### config.mk
export PLATFORM = sky130hd
export DESIGN_NAME = id_stage
export DESIGN_NICKNAME = d
export VERILOG_FILES = /design/src/verilog/cpu_isa_pkg.sv /design/src/verilog/cpu_pipe_pkg.sv /design/src/verilog/gpr_file.sv /design/src/verilog/id_decoder.sv /design/src/verilog/id_reg.sv /design/src/verilog/id_stage.sv
export SDC_FILE = /design/constraint.sdc
export NUM_CORES = 2
export LEC_CHECK = 0
export BUFFER_PORTS_ARGS = -buffer_cell sky130_fd_sc_hd__buf_2
export CORE_UTILIZATION = 40
export CTS_CLUSTER_DIAMETER = 50
export DETAILED_ROUTE_END_ITERATION = 10
export HOLD_SLACK_MARGIN = 0.08
export MAX_ROUTING_LAYER = met4
export PLACE_DENSITY_LB_ADDON = 0.2
export SLEW_MARGIN = 20
export SYNTH_ARGS = -nofsm -noshare
export SYNTH_HDL_FRONTEND = slang
export SYNTH_HIERARCHICAL = 1
export SYNTH_SLANG_ARGS = --single-unit
### constraint.sdc
create_clock -name clk -period 4.4 [get_ports clk]
set_input_delay 0.22 -clock clk [delete_from_list [all_inputs] [get_ports clk]]
set_output_delay 0.22 -clock clk [all_outputs]
set_load 0.005 [all_outputs]
### src/verilog/cpu_isa_pkg.sv
/*
 * Instruction-set definitions for the 32-bit pipelined CPU.
 * Word and register widths, instruction field positions,
 * opcodes and the ALU, memory and result-select encodings.
 */
`default_nettype none

package cpu_isa_pkg;

	// ----------------------------------------
	// widths
	localparam int word_w     = 32;
	localparam int reg_addr_w = 5;
	localparam int gpr_num    = 32;   // r0 hardwired to zero
	localparam int opcode_w   = 6;
	localparam int imm_w      = 16;

	typedef logic [word_w-1:0]     word_t;
	typedef logic [reg_addr_w-1:0] reg_addr_t;
	typedef logic [imm_w-1:0]      imm_t;

	// ----------------------------------------
	// instruction field positions
	localparam int opcode_msb = 31;
	localparam int opcode_lsb = 26;
	localparam int ra_msb     = 25;
	localparam int ra_lsb     = 21;
	localparam int rb_msb     = 20;
	localparam int rb_lsb     = 16;
	localparam int rc_msb     = 15;
	localparam int rc_lsb     = 11;
	localparam int imm_msb    = 15;
	localparam int imm_lsb    = 0;

	localparam reg_addr_t gpr_link_addr = 5'd31;   // call writes its return address here
	localparam word_t     pc_step       = 32'd4;   // one instruction

	// ----------------------------------------
	// encodings, nop is zero everywhere
	typedef enum logic [opcode_w-1:0] {
		op_nop   = 6'h00,
		op_andr  = 6'h01, op_andi = 6'h02,
		op_orr   = 6'h03, op_ori  = 6'h04,
		op_xorr  = 6'h05, op_xori = 6'h06,
		op_addr  = 6'h07, op_addi = 6'h08,
		op_subr  = 6'h09,
		op_shrlr = 6'h0a, op_shllr = 6'h0b,
		op_ldw   = 6'h10, op_stw  = 6'h11,
		op_call  = 6'h20
	} opcode_t;

	typedef enum logic [3:0] {
		alu_nop, alu_and, alu_or, alu_xor, alu_add, alu_sub, alu_shrl, alu_shll
	} alu_op_t;

	typedef enum logic [1:0] {mem_nop, mem_ldw, mem_stw} mem_op_t;

	typedef enum logic {ex_sel_alu, ex_sel_link} ex_out_sel_t;   // link picks gpr_wr_data

endpackage

`default_nettype wire

### src/verilog/cpu_pipe_pkg.sv
/*
 * Pipeline bus definitions. The ID/EX bus carried from decode
 * to execute, its bubble value, and the write-back port.
 */
`default_nettype none

package cpu_pipe_pkg;

	// ----------------------------------------
	// decode -> execute
	typedef struct packed {
		cpu_isa_pkg::alu_op_t     alu_op;
		cpu_isa_pkg::word_t       alu_in_0;
		cpu_isa_pkg::word_t       alu_in_1;
		cpu_isa_pkg::mem_op_t     mem_op;
		cpu_isa_pkg::word_t       mem_wr_data;   // store data, always rb
		cpu_isa_pkg::reg_addr_t   dst_addr;
		logic                     gpr_we;
		cpu_isa_pkg::ex_out_sel_t gpr_mux_ex;
		logic                     gpr_mux_mem;   // 1 takes load data in mem stage
		cpu_isa_pkg::word_t       gpr_wr_data;   // link value pc+4
	} id_ex_bus_t;

	// all-zero bus, every control at its nop encoding
	localparam id_ex_bus_t id_ex_bubble = '0;

	// ----------------------------------------
	// write-back port into the register file
	typedef struct packed {
		logic                   en;
		cpu_isa_pkg::reg_addr_t addr;
		cpu_isa_pkg::word_t     data;
	} wb_t;

endpackage

`default_nettype wire

### src/verilog/gpr_file.sv
/*
 * General-purpose register file, 32 x 32 bits.
 * Two combinational read ports, one write-back port written at the
 * clock edge, same-cycle write-back forwarding, r0 reads zero.
 */
`timescale 1ns/100ps
`default_nettype none

module gpr_file (
	input  wire logic                   clk,
	input  wire logic                   rst_n,
	input  wire cpu_isa_pkg::reg_addr_t ra_addr,
	input  wire cpu_isa_pkg::reg_addr_t rb_addr,
	output cpu_isa_pkg::word_t          ra_data,
	output cpu_isa_pkg::word_t          rb_data,
	input  wire cpu_pipe_pkg::wb_t      wb
);

	cpu_isa_pkg::word_t regs [1:cpu_isa_pkg::gpr_num-1];   // no storage for r0

	logic wb_hit;   // write-back that actually lands
	assign wb_hit = wb.en && (wb.addr != '0);

	// one read port: zero, forwarded write-back, or stored value
	function automatic cpu_isa_pkg::word_t read_port(input cpu_isa_pkg::reg_addr_t addr);
		cpu_isa_pkg::word_t data;
		if (addr == '0)
			data = '0;
		else if (wb_hit && (wb.addr == addr))
			data = wb.data;   // bypass same-cycle write
		else
			data = regs[addr];
		return data;
	endfunction

	always_comb begin
		ra_data = read_port(ra_addr);
		rb_data = read_port(rb_addr);
	end

	// ----------------------------------------
	// write port
	always_ff @(posedge clk or negedge rst_n) begin
		if (!rst_n) begin
			for (int i = 1; i < cpu_isa_pkg::gpr_num; i++) begin
				regs[i] <= '0;
			end
		end else if (wb_hit) begin
			regs[wb.addr] <= wb.data;   // writes to r0 dropped by wb_hit
		end
	end

endmodule

`default_nettype wire

### src/verilog/id_decoder.sv
/*
 * Instruction decoder. Splits the instruction word, addresses the
 * register file and builds the ID/EX bus: ALU op and inputs, memory
 * op, store data, destination, write enable and result selects.
 */
`timescale 1ns/100ps
`default_nettype none

module id_decoder (
	input  wire cpu_isa_pkg::word_t     insn,
	input  wire cpu_isa_pkg::word_t     pc,
	output cpu_isa_pkg::reg_addr_t      ra_addr,
	output cpu_isa_pkg::reg_addr_t      rb_addr,
	input  wire cpu_isa_pkg::word_t     ra_data,
	input  wire cpu_isa_pkg::word_t     rb_data,
	output cpu_pipe_pkg::id_ex_bus_t    bus
);

	// ----------------------------------------
	// field split
	cpu_isa_pkg::opcode_t   opcode;
	cpu_isa_pkg::reg_addr_t rc_addr;
	cpu_isa_pkg::imm_t      imm;
	cpu_isa_pkg::word_t     imm_zext;   // logic ops
	cpu_isa_pkg::word_t     imm_sext;   // addi, address offsets
	cpu_isa_pkg::word_t     link_pc;    // return address

	assign opcode  = cpu_isa_pkg::opcode_t'(
		insn[cpu_isa_pkg::opcode_msb:cpu_isa_pkg::opcode_lsb]);   // undefined codes hit default
	assign ra_addr = insn[cpu_isa_pkg::ra_msb:cpu_isa_pkg::ra_lsb];
	assign rb_addr = insn[cpu_isa_pkg::rb_msb:cpu_isa_pkg::rb_lsb];
	assign rc_addr = insn[cpu_isa_pkg::rc_msb:cpu_isa_pkg::rc_lsb];
	assign imm     = insn[cpu_isa_pkg::imm_msb:cpu_isa_pkg::imm_lsb];

	assign imm_zext = {{(cpu_isa_pkg::word_w - cpu_isa_pkg::imm_w){1'b0}}, imm};
	assign imm_sext = {{(cpu_isa_pkg::word_w - cpu_isa_pkg::imm_w){imm[cpu_isa_pkg::imm_w-1]}},
		imm};
	assign link_pc  = pc + cpu_isa_pkg::pc_step;

	// ----------------------------------------
	// decode table
	always_comb begin
		// values shared by every defined op, selects decide use
		bus             = cpu_pipe_pkg::id_ex_bubble;
		bus.alu_in_0    = ra_data;
		bus.alu_in_1    = rb_data;
		bus.mem_wr_data = rb_data;
		bus.gpr_wr_data = link_pc;

		case (opcode)
			// register-register, result to rc
			cpu_isa_pkg::op_andr: begin
				bus.alu_op   = cpu_isa_pkg::alu_and;
				bus.dst_addr = rc_addr;
				bus.gpr_we   = 1'b1;
			end
			cpu_isa_pkg::op_orr: begin
				bus.alu_op   = cpu_isa_pkg::alu_or;
				bus.dst_addr = rc_addr;
				bus.gpr_we   = 1'b1;
			end
			cpu_isa_pkg::op_xorr: begin
				bus.alu_op   = cpu_isa_pkg::alu_xor;
				bus.dst_addr = rc_addr;
				bus.gpr_we   = 1'b1;
			end
			cpu_isa_pkg::op_addr: begin
				bus.alu_op   = cpu_isa_pkg::alu_add;
				bus.dst_addr = rc_addr;
				bus.gpr_we   = 1'b1;
			end
			cpu_isa_pkg::op_subr: begin
				bus.alu_op   = cpu_isa_pkg::alu_sub;
				bus.dst_addr = rc_addr;
				bus.gpr_we   = 1'b1;
			end
			cpu_isa_pkg::op_shrlr: begin
				bus.alu_op   = cpu_isa_pkg::alu_shrl;
				bus.dst_addr = rc_addr;
				bus.gpr_we   = 1'b1;
			end
			cpu_isa_pkg::op_shllr: begin
				bus.alu_op   = cpu_isa_pkg::alu_shll;
				bus.dst_addr = rc_addr;
				bus.gpr_we   = 1'b1;
			end
			// immediate forms, result to rb
			cpu_isa_pkg::op_andi: begin
				bus.alu_op   = cpu_isa_pkg::alu_and;
				bus.alu_in_1 = imm_zext;
				bus.dst_addr = rb_addr;
				bus.gpr_we   = 1'b1;
			end
			cpu_isa_pkg::op_ori: begin
				bus.alu_op   = cpu_isa_pkg::alu_or;
				bus.alu_in_1 = imm_zext;
				bus.dst_addr = rb_addr;
				bus.gpr_we   = 1'b1;
			end
			cpu_isa_pkg::op_xori: begin
				bus.alu_op   = cpu_isa_pkg::alu_xor;
				bus.alu_in_1 = imm_zext;
				bus.dst_addr = rb_addr;
				bus.gpr_we   = 1'b1;
			end
			cpu_isa_pkg::op_addi: begin
				bus.alu_op   = cpu_isa_pkg::alu_add;
				bus.alu_in_1 = imm_sext;   // signed offset
				bus.dst_addr = rb_addr;
				bus.gpr_we   = 1'b1;
			end
			// memory, address is ra + offset
			cpu_isa_pkg::op_ldw: begin
				bus.alu_op      = cpu_isa_pkg::alu_add;
				bus.alu_in_1    = imm_sext;
				bus.mem_op      = cpu_isa_pkg::mem_ldw;
				bus.gpr_mux_mem = 1'b1;    // load data to rb
				bus.dst_addr    = rb_addr;
				bus.gpr_we      = 1'b1;
			end
			cpu_isa_pkg::op_stw: begin
				bus.alu_op   = cpu_isa_pkg::alu_add;
				bus.alu_in_1 = imm_sext;
				bus.mem_op   = cpu_isa_pkg::mem_stw;   // data from rb, no reg write
			end
			// call writes pc+4 to r31, target in ra
			cpu_isa_pkg::op_call: begin
				bus.gpr_mux_ex = cpu_isa_pkg::ex_sel_link;
				bus.dst_addr   = cpu_isa_pkg::gpr_link_addr;
				bus.gpr_we     = 1'b1;
			end
			default: begin
				bus = cpu_pipe_pkg::id_ex_bubble;   // nop and undefined
			end
		endcase
	end

endmodule

`default_nettype wire

### src/verilog/id_reg.sv
/*
 * ID/EX pipeline register. Stall holds, flush loads a bubble,
 * otherwise the decoded bus and the fetch valid move on.
 */
`timescale 1ns/100ps
`default_nettype none

module id_reg (
	input  wire logic                     clk,
	input  wire logic                     rst_n,
	input  wire logic                     if_en,   // fetch valid
	input  wire logic                     stall,
	input  wire logic                     flush,
	input  wire cpu_pipe_pkg::id_ex_bus_t bus,     // from decoder
	output logic                          id_en,
	output cpu_pipe_pkg::id_ex_bus_t      id_ex
);

	// ----------------------------------------
	// stage register
	// priority: reset, stall, flush, load
	always_ff @(posedge clk or negedge rst_n) begin
		if (!rst_n) begin
			id_en <= 1'b0;
			id_ex <= cpu_pipe_pkg::id_ex_bubble;
		end else if (!stall) begin
			if (flush) begin
				id_en <= 1'b0;                          // kill the slot
				id_ex <= cpu_pipe_pkg::id_ex_bubble;    // same as reset
			end else begin
				id_en <= if_en;
				id_ex <= bus;
			end
		end
		// stall high: hold everything, flush ignored
	end

endmodule

`default_nettype wire

### src/verilog/id_stage.sv
/*
 * Instruction-decode stage. Register file, decoder and the ID/EX
 * stage register, one cycle from fetch inputs to execute outputs.
 */
`timescale 1ns/100ps
`default_nettype none

module id_stage (
	input  wire logic                 clk,
	input  wire logic                 rst_n,
	input  wire logic                 if_en,
	input  wire cpu_isa_pkg::word_t   insn,
	input  wire cpu_isa_pkg::word_t   pc,
	input  wire cpu_pipe_pkg::wb_t    wb,      // write-back strobe
	input  wire logic                 stall,
	input  wire logic                 flush,
	output logic                      id_en,
	output cpu_pipe_pkg::id_ex_bus_t  id_ex
);

	// ----------------------------------------
	// internal nets
	cpu_isa_pkg::reg_addr_t   ra_addr;
	cpu_isa_pkg::reg_addr_t   rb_addr;
	cpu_isa_pkg::word_t       ra_data;
	cpu_isa_pkg::word_t       rb_data;
	cpu_pipe_pkg::id_ex_bus_t dec_bus;   // decoder out, reg in

	gpr_file gpr_file_inst (
		.clk     (clk),
		.rst_n   (rst_n),
		.ra_addr (ra_addr),
		.rb_addr (rb_addr),
		.ra_data (ra_data),
		.rb_data (rb_data),
		.wb      (wb)
	);

	id_decoder id_decoder_inst (
		.insn    (insn),
		.pc      (pc),
		.ra_addr (ra_addr),
		.rb_addr (rb_addr),
		.ra_data (ra_data),
		.rb_data (rb_data),
		.bus     (dec_bus)
	);

	id_reg id_reg_inst (
		.clk   (clk),
		.rst_n (rst_n),
		.if_en (if_en),
		.stall (stall),
		.flush (flush),
		.bus   (dec_bus),
		.id_en (id_en),
		.id_ex (id_ex)
	);

endmodule

`default_nettype wire

==> PnR_summary.wiki <==
{| class="wikitable"
! Metric !! Value
|-
| Die Width || 396 um
|-
| Placement-stage worst setup slack || ~1 ns
|-
| Register Area || 28,400 um2
|-
| Placed wire-length estimate after detailed placement || ~130,000 um
|-
| Std cell rows || ~140
|-
| Sequential share of the synthesized area || roughly 46%
|-
| Highest fanout seen on the critical path || 74
|-
| Antenna-violating nets left || 0
|-
| Most common flop cell mapped by yosys || sky130_fd_sc_hd__dfrtp_1
|-
| Final core utilization || ~46%
|-
| Hold path depth || 2
|-
| Number of nets in the synthesized netlist || roughly 4,700
|-
| Fraction of final layout cells with drive strength greater than 1 || 44.1%
|-
| Maximum achievable frequency || ~270 MHz
|-
| Setup repair after global routing missed its margin || false
|-
| Final number of hold-violating endpoints || 0
|-
| Clock insertion delay at the later pin of the skew report || approximately 0.79 ns
|-
| GRT Resource Usage Total || a little over a quarter
|-
| WL/cell || about 30 um
|-
| Async S/R FF share, synth || 100%
|-
| P_leak || roughly 31 nW
|-
| Arrival time worst endpoint || around 4.3 ns
|-
| Class of the most critical setup path || primary input to register
|-
| Initial Util || about two fifths
|-
| Largest area contributor in the synthesized netlist || sky130_fd_sc_hd__dfrtp_1
|-
| Final Critical Period || about 3.7 ns
|-
| Area of combinational cells with multiple inputs || 31,400 um2
|-
| Number of vias per cell after detailed routing || 6.08
|-
| Number of distinct library cells after synthesis || 72
|-
| Sinks on Clock Net || 1,135
|-
| Pins Over Slew Limit || 0
|-
| Die Y || a little under 400 um
|-
| Least-Margin Pin Slew || 1.14 ns
|-
| Power density of the placed cells || between 400 and 500 nW/um2
|-
| Final std cells w/o fill || about 7,000
|-
| Final-report setup violation count || 0
|-
| Worst endpoint required time || about 5.1 ns
|-
| Final sum of negative setup slack || 0 ns
|-
| TritonCTS clock tree || built
|-
| IR drop worst, VDD || slightly below 0.4 mV
|-
| Initial antenna violation count || 22
|-
| Pin count of the biggest net entering global routing || about 180
|-
| Average footprint of a synthesized cell || roughly 13 um2
|-
| Buffers added on ports || between 200 and 250
|-
| Number of max-cap violations || 0
|-
| Count of flip-flops with a built-in enable after synthesis || 0
|-
| Dpl cells || ~6,500
|-
| Area fraction of the dominant cell type after synthesis || between 40% and 50%
|-
| Violation count after the first detailed-routing iteration || 3,728
|-
| Relative slew margins || 23.7%
|-
| Final worst clock skew || 0.0368 ns
|-
| Register clock-pin slew on the reported worst setup and hold paths || 0.06 ns
|-
| Vias in the first global route || roughly 43,000
|-
| Number of top-level pins || between 200 and 300
|-
| Total CTS buffers || 140
|-
| Final worst-path cycle share || a little over four fifths
|-
| GR Overflow Total || 0
|-
| Number of cells produced by synthesis || between 4,000 and 5,000
|-
| Total Die Area || around 160,000 um2
|-
| Placeable core region || ~150,000 um2
|-
| Synthesized area || around 62,000 um2
|-
| Clock buffer depth || 3
|-
| # Post-CTS Setup Buffers || 0
|-
| Run status || completed
|-
| Commonest non-fill, non-tap cell in the layout || sky130_fd_sc_hd__dfrtp_1
|-
| Final worst slack || approximately 0.72 ns
|-
| Clk Tree Root Cell || sky130_fd_sc_hd__clkbuf_16
|-
| Routed vias || around 42,000
|-
| Total Nets Final || 4,878
|-
| Pre-Repair DR Iteration Count || 5
|-
| Startpoint Class || primary input
|-
| Area overhead of the layout relative to synthesis || 14.8%
|-
| H-tree Lvls || 4
|-
| Count of fill cells added during filler insertion || between 10,000 and 15,000
|-
| First-pass GRT wire length || around 300,000 um
|-
| Critical path endpoint category || register
|-
| Synth Warn # || 6
|-
| Top post-synthesis cells by area || sky130_fd_sc_hd__dfrtp_1, sky130_fd_sc_hd__mux2_2, sky130_fd_sc_hd__mux4_2
|-
| Number of storage elements in the synthesis netlist || approximately 1,100
|-
| Global placer's final weighted congestion || approximately 0.9
|-
| DRC errors left || 0
|-
| Commonest cells after routing, fill and taps aside || sky130_fd_sc_hd__dfrtp_1, sky130_fd_sc_hd__mux2_2, sky130_fd_sc_hd__mux4_2
|-
| Cell depth of the worst flop-to-flop path || 9
|-
| Routed Wire Length || approximately 200,000 um
|-
| Tightest Hold Check Type || primary input to register
|}
## path summary, 6_finish.rpt
path,startpoint,end,slack [ns]
worst max-delay path,insn[30],id_reg_inst/id_ex[29],0.72
worst min-delay path,wb[25],gpr_file_inst/regs[409],0.13
worst max register to register,gpr_file_inst/regs[11],id_reg_inst/id_ex[85],1.06
worst min register to register,id_reg_inst/id_en,id_reg_inst/id_en,0.48
max in group asynchronous,rst_n,gpr_file_inst/regs[621],3.16
min in group asynchronous,rst_n,id_reg_inst/id_ex[107],0.24
## worst max-delay path, cell delays in order
cell and delay, ns:
sky130_fd_sc_hd__dlygate4sd3_1 0.54, sky130_fd_sc_hd__buf_2 0.28, sky130_fd_sc_hd__or3b_2 0.18, sky130_fd_sc_hd__a211oi_1 0.07, sky130_fd_sc_hd__nor3_2 0.68, sky130_fd_sc_hd__buf_4 0.83
sky130_fd_sc_hd__a21oi_1 0.10, sky130_fd_sc_hd__dlygate4sd3_1 0.62, sky130_fd_sc_hd__nand2b_1 0.08, sky130_fd_sc_hd__o21ai_1 0.06, sky130_fd_sc_hd__dlygate4sd3_1 0.60
## timing repair
item,CTS,global route
hold buffers,122,0
hold endpoints to repair,922,0
gates resized for setup,0,0
## cells by family after synthesis
logic type	count (synthesis)	synth area share, %
AOI/OAI and AO/OA	455	4.91
xor gates and xnor gates	25	0.353
other	1	0.00604
muxes	1678	38.2
and+or+nand+nor	822	6.64
adders and majority gates	1	0.0202
DFF	1135	45.8
buffers and inverters	496	4.07
## synthesized netlist by cell type, drive strengths merged, types with 14 or more instances
| cell | n |
|---|---|
| o22a | 14 |
| nor2 | 90 |
| o31ai | 34 |
| nand2 | 303 |
| mux4 | 446 |
| o32ai | 14 |
| nand2b | 153 |
| nor3 | 26 |
| o221ai | 27 |
| a221oi | 55 |
| a21oi | 54 |
| o21ai | 159 |
| clkbuf | 199 |
| nand4 | 27 |
| buf | 288 |
| a32o | 16 |
| nor2b | 110 |
| dfrtp | 1135 |
| mux2 | 1065 |
| mux2i | 167 |
| a22oi | 17 |
| o22ai | 37 |
| xnor2 | 16 |
| nand3 | 53 |
## registers in the layout, summed over array words and instances, names as in the netlist
register,flops
gpr_file_inst/regs,992
id_reg_inst/id_ex,142
id_reg_inst/id_en,1
## per-layer routing
| metal | vias to the layer above | wire length [um] | GRT usage, % |
|---|---|---|---|
| met1 | 22600 | 92400 | 38.0 |
| met3 | 308 | 14900 | 5.53 |
| met5 | - | 0 | - |
| met4 | 0 | 5420 | 8.07 |
| met2 | 1584 | 92100 | 39.5 |
| li1 | 17600 | - | - |
## power by group
group,total [mW],internal [mW],switching [mW]
combinational,6.42,3.60,2.82
sequential,13.6,12.3,1.30
clock,12.2,7.49,4.67
## layout make-up
| cell class | instances | area share, % |
|---|---|---|
| multi-input combinational | 2982 | 44.0 |
| sequential | 1135 | 39.9 |
| clock buffer | 193 | 5.85 |
| timing repair buffer | 502 | 5.60 |
| tap | 2044 | 3.59 |
| clock inverter | 52 | 0.989 |
| inverter | 9 | 0.0474 |
| antenna | 10 | 0.0351 |
## through the flow
stage	hold slack [ns]	power (mW)	cell area (um2)
floorplan	-0.0756	17.9	62000
global placement	0.244	19.8	65100
detailed placement	0.221	20.0	65100
CTS	0.0823	32.4	71200
global route	0.145	33.5	71200
finish	0.131	32.2	71200
Power figures use the tool's default switching activity.
